**src/twiddle.hex**
```
// twiddle k = exp(-j*2*pi*k/16) for k = 0 to 7, one word per k
// upper half is the real part, lower half the imaginary part, both Q2.14
40000000
3B21E782
2D41D2BF
187EC4DF
0000C000
E782C4DF
D2BFD2BF
C4DFE782

```
**src/fft_pkg.sv**
```systemverilog
package fft_pkg;

	// transform size and the derived address and pair widths
	localparam int N_POINTS = 16;
	localparam int ADDR_W = 4;
	localparam int PAIR_W = 3;
	localparam int LEVEL_W = 2;

	// sample parts are plain two's complement, twiddles are Q2.14
	localparam int DATA_W = 16;
	localparam int TW_FRAC = 14;

	// one real or imaginary part of a sample
	typedef logic signed [DATA_W-1:0] sample_t;

	// a location in one bank of the sample memory
	typedef logic [ADDR_W-1:0] addr_t;

	// butterfly pair number, also used as the twiddle index
	typedef logic [PAIR_W-1:0] pair_t;

	// stage level, 0 is the first stage of the transform
	typedef logic [LEVEL_W-1:0] level_t;

	// the sequencer waits in drain until the last result pair is written
	typedef enum logic [1:0]
	{
		seq_idle = 2'd0,
		seq_run = 2'd1,
		seq_drain = 2'd2
	} seq_state_e;

endpackage

```
**src/pair_sequencer.sv**
```systemverilog
`timescale 1ns/1ps

module pair_sequencer
(
	input logic clk,
	input logic reset,
	input logic start,
	input fft_pkg::level_t level,
	input logic done,
	output logic busy,
	output logic issue,
	output fft_pkg::addr_t rd_even_addr,
	output fft_pkg::addr_t rd_odd_addr,
	output fft_pkg::pair_t tw_index,
	output fft_pkg::addr_t issue_even_addr,
	output fft_pkg::addr_t issue_odd_addr,
	output logic issue_last
);

	fft_pkg::seq_state_e state, state_d;
	fft_pkg::pair_t pair_cnt, pair_cnt_d;
	fft_pkg::pair_t series_mask, series_mask_d;
	fft_pkg::addr_t span, span_d;
	fft_pkg::addr_t even_addr;
	fft_pkg::addr_t odd_addr;

	// low pair bits stay in place, the bits above the mask move up one
	// place so that the span bit of the even address is always zero
	assign even_addr = {1'b0, pair_cnt & series_mask} | ({1'b0, pair_cnt & ~series_mask} << 1);
	assign odd_addr = even_addr + span;

	assign issue = (state == fft_pkg::seq_run);
	assign busy = (state != fft_pkg::seq_idle);

	assign rd_even_addr = even_addr;
	assign rd_odd_addr = odd_addr;
	assign issue_even_addr = even_addr;
	assign issue_odd_addr = odd_addr;
	assign tw_index = pair_cnt & ~series_mask;
	assign issue_last = issue && (pair_cnt == fft_pkg::pair_t'('1));

	always_comb
	begin
		state_d = state;
		pair_cnt_d = pair_cnt;
		series_mask_d = series_mask;
		span_d = span;
		case (state)
			fft_pkg::seq_idle:
			begin
				// a start while busy never reaches this branch
				if (start)
				begin
					series_mask_d = fft_pkg::pair_t'('1) >> level;
					span_d = fft_pkg::addr_t'(fft_pkg::N_POINTS / 2) >> level;
					pair_cnt_d = '0;
					state_d = fft_pkg::seq_run;
				end
			end
			fft_pkg::seq_run:
			begin
				if (pair_cnt == fft_pkg::pair_t'('1))
				begin
					state_d = fft_pkg::seq_drain;
				end
				else
				begin
					pair_cnt_d = pair_cnt + 1'b1;
				end
			end
			fft_pkg::seq_drain:
			begin
				// the buffer flags done after the bank swap
				if (done)
				begin
					state_d = fft_pkg::seq_idle;
				end
			end
			default:
			begin
				state_d = fft_pkg::seq_idle;
			end
		endcase
	end

	always_ff @(posedge clk)
	begin
		if (reset)
		begin
			state <= fft_pkg::seq_idle;
			pair_cnt <= '0;
			series_mask <= '0;
			span <= '0;
		end
		else
		begin
			state <= state_d;
			pair_cnt <= pair_cnt_d;
			series_mask <= series_mask_d;
			span <= span_d;
		end
	end

endmodule

```
**src/sample_buffer.sv**
```systemverilog
`timescale 1ns/1ps

module sample_buffer
(
	input logic clk,
	input logic reset,
	input logic issue,
	input fft_pkg::addr_t rd_even_addr,
	input fft_pkg::addr_t rd_odd_addr,
	input logic res_valid,
	input logic res_last,
	input fft_pkg::addr_t res_even_addr,
	input fft_pkg::addr_t res_odd_addr,
	input fft_pkg::sample_t res_even_real,
	input fft_pkg::sample_t res_even_imag,
	input fft_pkg::sample_t res_odd_real,
	input fft_pkg::sample_t res_odd_imag,
	input logic load_en,
	input fft_pkg::addr_t load_addr,
	input fft_pkg::sample_t load_real,
	input fft_pkg::sample_t load_imag,
	input fft_pkg::addr_t rd_addr,
	output fft_pkg::sample_t even_real,
	output fft_pkg::sample_t even_imag,
	output fft_pkg::sample_t odd_real,
	output fft_pkg::sample_t odd_imag,
	output fft_pkg::sample_t rd_real,
	output fft_pkg::sample_t rd_imag,
	output logic done
);

	// a stage reads one bank and writes the other
	fft_pkg::sample_t bank_real [0:1][0:fft_pkg::N_POINTS-1];
	fft_pkg::sample_t bank_imag [0:1][0:fft_pkg::N_POINTS-1];

	logic src_bank;
	logic dst_bank;

	assign dst_bank = ~src_bank;

	// bank select and completion flag
	always_ff @(posedge clk)
	begin
		if (reset)
		begin
			src_bank <= 1'b0;
			done <= 1'b0;
		end
		else
		begin
			// results of the finished stage become the next source
			if (res_valid && res_last)
			begin
				src_bank <= ~src_bank;
			end
			done <= res_valid && res_last;
		end
	end

	// the pair for the butterfly is read one cycle after issue
	always_ff @(posedge clk)
	begin
		if (issue)
		begin
			even_real <= bank_real[src_bank][rd_even_addr];
			even_imag <= bank_imag[src_bank][rd_even_addr];
			odd_real <= bank_real[src_bank][rd_odd_addr];
			odd_imag <= bank_imag[src_bank][rd_odd_addr];
		end
	end

	// host read port always looks at the source bank
	always_ff @(posedge clk)
	begin
		rd_real <= bank_real[src_bank][rd_addr];
		rd_imag <= bank_imag[src_bank][rd_addr];
	end

	// host loads go to the source bank and results to the other one,
	// so the two never land in the same bank
	always_ff @(posedge clk)
	begin
		if (load_en)
		begin
			bank_real[src_bank][load_addr] <= load_real;
			bank_imag[src_bank][load_addr] <= load_imag;
		end
		if (res_valid)
		begin
			bank_real[dst_bank][res_even_addr] <= res_even_real;
			bank_imag[dst_bank][res_even_addr] <= res_even_imag;
			bank_real[dst_bank][res_odd_addr] <= res_odd_real;
			bank_imag[dst_bank][res_odd_addr] <= res_odd_imag;
		end
	end

endmodule

```
**src/butterfly.sv**
```systemverilog
`timescale 1ns/1ps

module butterfly
(
	input logic clk,
	input logic reset,
	input logic issue,
	input fft_pkg::pair_t tw_index,
	input fft_pkg::addr_t issue_even_addr,
	input fft_pkg::addr_t issue_odd_addr,
	input logic issue_last,
	input fft_pkg::sample_t even_real,
	input fft_pkg::sample_t even_imag,
	input fft_pkg::sample_t odd_real,
	input fft_pkg::sample_t odd_imag,
	output logic res_valid,
	output logic res_last,
	output fft_pkg::addr_t res_even_addr,
	output fft_pkg::addr_t res_odd_addr,
	output fft_pkg::sample_t res_even_real,
	output fft_pkg::sample_t res_even_imag,
	output fft_pkg::sample_t res_odd_real,
	output fft_pkg::sample_t res_odd_imag
);

	// each word holds the real part in the upper half and the imaginary part below
	logic [2*fft_pkg::DATA_W-1:0] tw_rom [0:fft_pkg::N_POINTS/2-1];

	initial
	begin
		$readmemh("/design/src/twiddle.hex", tw_rom);
	end

	// valid and last walk through the three stages together
	logic [2:0] valid_sr;
	logic [2:0] last_sr;

	fft_pkg::sample_t tw_real_s0, tw_imag_s0;
	fft_pkg::addr_t even_addr_s0, odd_addr_s0;
	fft_pkg::addr_t even_addr_s1, odd_addr_s1;
	fft_pkg::sample_t even_real_s1, even_imag_s1;
	fft_pkg::sample_t prod_real_s1, prod_imag_s1;

	logic signed [2*fft_pkg::DATA_W-1:0] pp_rr, pp_ii, pp_ri, pp_ir;
	logic signed [2*fft_pkg::DATA_W:0] prod_real_full, prod_imag_full;
	logic signed [2*fft_pkg::DATA_W:0] prod_real_sh, prod_imag_sh;

	// the odd sample arrives together with stage 0 and is multiplied by its twiddle
	assign pp_rr = odd_real * tw_real_s0;
	assign pp_ii = odd_imag * tw_imag_s0;
	assign pp_ri = odd_real * tw_imag_s0;
	assign pp_ir = odd_imag * tw_real_s0;
	assign prod_real_full = pp_rr - pp_ii;
	assign prod_imag_full = pp_ri + pp_ir;
	assign prod_real_sh = prod_real_full >>> fft_pkg::TW_FRAC;
	assign prod_imag_sh = prod_imag_full >>> fft_pkg::TW_FRAC;

	always_ff @(posedge clk)
	begin
		if (reset)
		begin
			valid_sr <= '0;
			last_sr <= '0;
		end
		else
		begin
			valid_sr <= {valid_sr[1:0], issue};
			last_sr <= {last_sr[1:0], issue && issue_last};
		end
	end

	assign res_valid = valid_sr[2];
	assign res_last = last_sr[2];

	always_ff @(posedge clk)
	begin
		// stage 0 looks up the twiddle while the buffer reads the pair
		tw_real_s0 <= tw_rom[tw_index][2*fft_pkg::DATA_W-1:fft_pkg::DATA_W];
		tw_imag_s0 <= tw_rom[tw_index][fft_pkg::DATA_W-1:0];
		even_addr_s0 <= issue_even_addr;
		odd_addr_s0 <= issue_odd_addr;

		// stage 1 keeps only the low bits of the scaled product since the results wrap
		prod_real_s1 <= prod_real_sh[fft_pkg::DATA_W-1:0];
		prod_imag_s1 <= prod_imag_sh[fft_pkg::DATA_W-1:0];
		even_real_s1 <= even_real;
		even_imag_s1 <= even_imag;
		even_addr_s1 <= even_addr_s0;
		odd_addr_s1 <= odd_addr_s0;

		// stage 2 forms sum and difference
		res_even_real <= even_real_s1 + prod_real_s1;
		res_even_imag <= even_imag_s1 + prod_imag_s1;
		res_odd_real <= even_real_s1 - prod_real_s1;
		res_odd_imag <= even_imag_s1 - prod_imag_s1;
		res_even_addr <= even_addr_s1;
		res_odd_addr <= odd_addr_s1;
	end

endmodule

```
**src/fft_stage_top.sv**
```systemverilog
`timescale 1ns/1ps

module fft_stage_top
(
	input logic clk,
	input logic reset,
	input logic start,
	input fft_pkg::level_t level,
	input logic load_en,
	input fft_pkg::addr_t load_addr,
	input fft_pkg::sample_t load_real,
	input fft_pkg::sample_t load_imag,
	input fft_pkg::addr_t rd_addr,
	output logic busy,
	output logic done,
	output fft_pkg::sample_t rd_real,
	output fft_pkg::sample_t rd_imag
);

	// pair stream from the sequencer
	logic issue;
	logic issue_last;
	fft_pkg::addr_t rd_even_addr, rd_odd_addr;
	fft_pkg::addr_t issue_even_addr, issue_odd_addr;
	fft_pkg::pair_t tw_index;

	// source samples into the butterfly
	fft_pkg::sample_t even_real, even_imag, odd_real, odd_imag;

	// results back to the buffer
	logic res_valid;
	logic res_last;
	fft_pkg::addr_t res_even_addr, res_odd_addr;
	fft_pkg::sample_t res_even_real, res_even_imag, res_odd_real, res_odd_imag;

	pair_sequencer u_seq
	(
		.clk(clk), .reset(reset), .start(start), .level(level), .done(done),
		.busy(busy), .issue(issue), .rd_even_addr(rd_even_addr),
		.rd_odd_addr(rd_odd_addr), .tw_index(tw_index),
		.issue_even_addr(issue_even_addr), .issue_odd_addr(issue_odd_addr),
		.issue_last(issue_last)
	);

	sample_buffer u_buf
	(
		.clk(clk), .reset(reset), .issue(issue),
		.rd_even_addr(rd_even_addr), .rd_odd_addr(rd_odd_addr),
		.res_valid(res_valid), .res_last(res_last),
		.res_even_addr(res_even_addr), .res_odd_addr(res_odd_addr),
		.res_even_real(res_even_real), .res_even_imag(res_even_imag),
		.res_odd_real(res_odd_real), .res_odd_imag(res_odd_imag),
		.load_en(load_en), .load_addr(load_addr),
		.load_real(load_real), .load_imag(load_imag), .rd_addr(rd_addr),
		.even_real(even_real), .even_imag(even_imag),
		.odd_real(odd_real), .odd_imag(odd_imag),
		.rd_real(rd_real), .rd_imag(rd_imag), .done(done)
	);

	butterfly u_bfly
	(
		.clk(clk), .reset(reset), .issue(issue), .tw_index(tw_index),
		.issue_even_addr(issue_even_addr), .issue_odd_addr(issue_odd_addr),
		.issue_last(issue_last),
		.even_real(even_real), .even_imag(even_imag),
		.odd_real(odd_real), .odd_imag(odd_imag),
		.res_valid(res_valid), .res_last(res_last),
		.res_even_addr(res_even_addr), .res_odd_addr(res_odd_addr),
		.res_even_real(res_even_real), .res_even_imag(res_even_imag),
		.res_odd_real(res_odd_real), .res_odd_imag(res_odd_imag)
	);

endmodule

```
**config.mk**
```make
export PLATFORM = sky130hd
export DESIGN_NAME = fft_stage_top
export DESIGN_NICKNAME = d
export VERILOG_FILES = /design/src/fft_pkg.sv /design/src/pair_sequencer.sv /design/src/sample_buffer.sv /design/src/butterfly.sv /design/src/fft_stage_top.sv
export SDC_FILE = /design/constraint.sdc
export NUM_CORES = 1
export LEC_CHECK = 0
export ABC_CLOCK_PERIOD_IN_PS = 12700
export BUFFER_PORTS_ARGS = -buffer_cell sky130_fd_sc_hd__buf_2
export CAP_MARGIN = 20
export CORE_MARGIN = 3
export CORE_UTILIZATION = 30
export CTS_CLUSTER_SIZE = 8
export DETAILED_ROUTE_END_ITERATION = 16
export PLACE_DENSITY = 0.48
export SLEW_MARGIN = 10
export SYNTH_ARGS = -nofsm -noshare
export SYNTH_HDL_FRONTEND = slang
export SYNTH_SLANG_ARGS = --single-unit
```
**constraint.sdc**
```tcl
create_clock -name clk -period 12.7 [get_ports clk]
set_clock_uncertainty 0.05 [all_clocks]
set_input_delay 1.905 -clock clk [delete_from_list [all_inputs] [get_ports clk]]
set_output_delay 1.905 -clock clk [all_outputs]
set_load 0.05 [all_outputs]
```
==> impl_metrics.env <==
export IMPL_clockBufferDepth=3
export IMPL_fmax_ghz=0.2021
export IMPL_cts_num_sinks=1100
export IMPL_htreeDepth=4
export IMPL_crit_start="rd_addr[0]"
export IMPL_vias=29410
export IMPL_clkSlewWorstSetupHoldPaths_ns=0.05
export IMPL_timing_max_cap_violations=0
export IMPL_totalWireLength_mm=152.7
export IMPL_syn_to_final_growth_pct=14.34
export IMPL_dp_cells=5720
export IMPL_hold_path_class="reg -> reg"
export IMPL_synth_top_area_frac=0.6185
export IMPL_ys_top_cells_by_count="edfxtp_1, mux2i_1, nor2b_1, and2_1, clkbuf_1"
export IMPL_overflow=0
export IMPL_core_area_sq_um=163700
export IMPL_yosysTopAreaCell="edfxtp_1"
export IMPL_fin_crit_sh=0.3895
export IMPL_cts_resized=0
export IMPL_relSlewSlack=0.2375
export IMPL_path_max_fanout=69
export IMPL_grt_max_degree=129
export IMPL_synth_edf_count=1024
export IMPL_min_path_cells=0
export IMPL_num_io_pins=80
export IMPL_fin_cells=5972
export IMPL_cts_tree="yes"
export IMPL_end_kind="register"
export IMPL_rr_worst_depth=6
export IMPL_gr_usage_all_layers=0.1783
export IMPL_fin_setup_tns_ns=0
export IMPL_yosysWarnings=0
export IMPL_cp_required_ns=13.25
export IMPL_period_needed_ns=4.947
export IMPL_ys_seq_elements=1100
export IMPL_place_congestion=0.7550
export IMPL_cts_setup_buffers=0
export IMPL_drtIter0Drc=2281
export IMPL_power_density_nw_per_um2=147.1
export IMPL_drv_slew=0
export IMPL_cp_endpoint="u_buf.rd_real[10]"
export IMPL_synthArstFlopShare=0
export IMPL_io_buffers=79
export IMPL_final_nets=3755
export IMPL_r2r_end="u_buf.rd_imag[12]"
export IMPL_rrSetupSlack_ns=8.72
export IMPL_cts_inserted_buffers=156
export IMPL_insertion_delay_ns=0.77
export IMPL_start_util=0.3037
export IMPL_min_delay_start="u_bfly.even_addr_s0[3]"
export IMPL_worstMarginPinSlew_ns=1.144
export IMPL_synthesis_nets=3770
export IMPL_grt_pass1_wl_mm=219.4
export IMPL_drc=0
export IMPL_num_rows=148
export IMPL_path_class="in -> reg"
export IMPL_grt_pass1_vias=29820
export IMPL_dr_pass1_iters=5
export IMPL_crit_arrival_ns=5.50
export IMPL_grt_antenna_before_repair=20
export IMPL_setup_violations=0
export IMPL_grt_setup_unrepaired="false"
export IMPL_viasPerCell=4.925
export IMPL_postRouteAntennaNets=0
export IMPL_dieHeight_microns=413.1
export IMPL_p_leak_uw=0.02001
export IMPL_wl_per_cell_microns=25.57
export IMPL_vdd_drop_max_mv=0.1235
export IMPL_drive_above_1_share=0.1027
export IMPL_hold_violations=0
export IMPL_ys_top_cells_by_area="edfxtp_1, mux2i_1, nor2b_1"
export IMPL_synth_main_ff_cell="edfxtp_1"
export IMPL_postCtsHoldBufs=0
export IMPL_yosys_cell_types_count=50
export IMPL_syn_cell_area_sq_um=49720
export IMPL_die_area_sq_um=170600
export IMPL_clockRootBuffer="clkbuf_16"
export IMPL_avgSynthCellArea_sq_um=13.37
export IMPL_synthCells=3718
export IMPL_startpoint_type="input pin"
export IMPL_yosysSeqAreaShare=0.6491
export IMPL_outcome="finished clean"
export IMPL_fp_dieW_microns=413.1
export IMPL_synth_most_common_cell="edfxtp_1"
export IMPL_dp_hpwl_mm=82.13
registers in the layout, summed over array words and instances, names as in the netlist, named ones only:
| register | count |
|---|---|
| u_seq.state | 2 |
| u_buf.bank_imag | 512 |
| u_bfly.last_sr | 3 |
| u_seq.span | 4 |
| u_bfly.res_odd_addr | 4 |
| u_bfly.even_addr_s0 | 4 |
| u_buf.rd_imag | 16 |
| u_buf.rd_real | 16 |
| u_buf.done | 1 |
| u_bfly.even_addr_s1 | 4 |
| u_bfly.valid_sr | 3 |
| u_buf.bank_real | 512 |
| u_seq.pair_cnt | 3 |
| u_bfly.odd_addr_s0 | 4 |
| u_buf.src_bank | 1 |
| u_bfly.odd_addr_s1 | 4 |
| u_bfly.res_even_addr | 4 |
| u_seq.series_mask | 2 |
cells by family after synthesis:
kind of cell	share of synthesized area
fa+ha+maj	0.001661
mux	0.1031
compound gates	0.05710
simple gates	0.1575
xor+xnor	0.0005286
flops	0.6491
buf+inv	0.03096
report_power, final:
part / switching (uW) / internal [uW]
Combinational: 319 / 183
Clock: 1530 / 2300
Sequential: 23.2 / 4010
Total: 1870 / 6490
how the worst min path moves through the flow:
stage,endpoint,slack (ns)
6_report,u_bfly.even_addr_s1[3],0.27
5_1_grt,u_bfly.res_even_addr[0],0.28
4_1_cts,u_bfly.even_addr_s1[3],0.27
3_5_place_dp,u_bfly.res_even_addr[3],0.26
3_3_place_gp,u_bfly.res_odd_addr[2],0.26
2_1_floorplan,u_bfly.even_addr_s1[0],0.26
critical path, stage by stage:
cell and delay [ns]:
buf_8 0.53, buf_4 0.83, buf_4 0.96, mux2i_1 0.27, a21oi_1 0.09, a31oi_1 0.65, nand3_1 0.13
metal layers:
layer | track usage | routed length, microns | vias up
met1 | 0.2498 | 70130 | 15050
met4 | 0.04683 | 3057 | 2
li1 | - | - | 13380
met5 | 0 | 13 | -
met2 | 0.2863 | 71280 | 793
met3 | 0.02883 | 8200 | 190
layout make-up:
type	count	area, sq um
timing repair buffer	164	1101
clock inverter	8	83.83
inverter	6	22.52
tap	2175	2721
fill	15900	106900
sequential	1100	32270
multi-input combinational	2275	16320
clock buffer	234	4302
antenna	10	25.02
through the flow:
| stage | power, uW | worst slack, ns | cell area [sq um] | hold slack, ns | utilization |
|---|---|---|---|---|---|
| after detailed placement | 4612 | 6.858 | 52440 | 0.2628 | 0.3203 |
| final | 8365 | 7.753 | 56850 | 0.2713 | 0.3473 |
| after global placement | 4607 | 6.922 | 52420 | 0.2628 | 0.3202 |
| after CTS | 8464 | 7.709 | 56820 | 0.2717 | 0.3471 |
| after floorplan | 4447 | 7.511 | 49720 | 0.2596 | - |
| after global routing | 8650 | 7.534 | 56820 | 0.2767 | 0.3471 |
placed cells by master (no fill, tap or decap), types with 13 or more instances in the layout:
master	n
and2b_1	13
buf_2	78
a31oi_1	32
a22oi_1	96
o22ai_1	30
a22o_1	96
a21oi_1	106
o21bai_4	15
clkbuf_16	160
nor2b_1	485
clkbuf_1	72
edfxtp_1	1024
mux2i_1	512
and2_1	483
dfxtp_1	75
nand2_1	136
nor2_1	31
o21ai_4	14
nand3_1	106
nor3_1	36
o21ai_0	18
buf_4	80
Note: power is estimated with default switching activity, not from simulation.
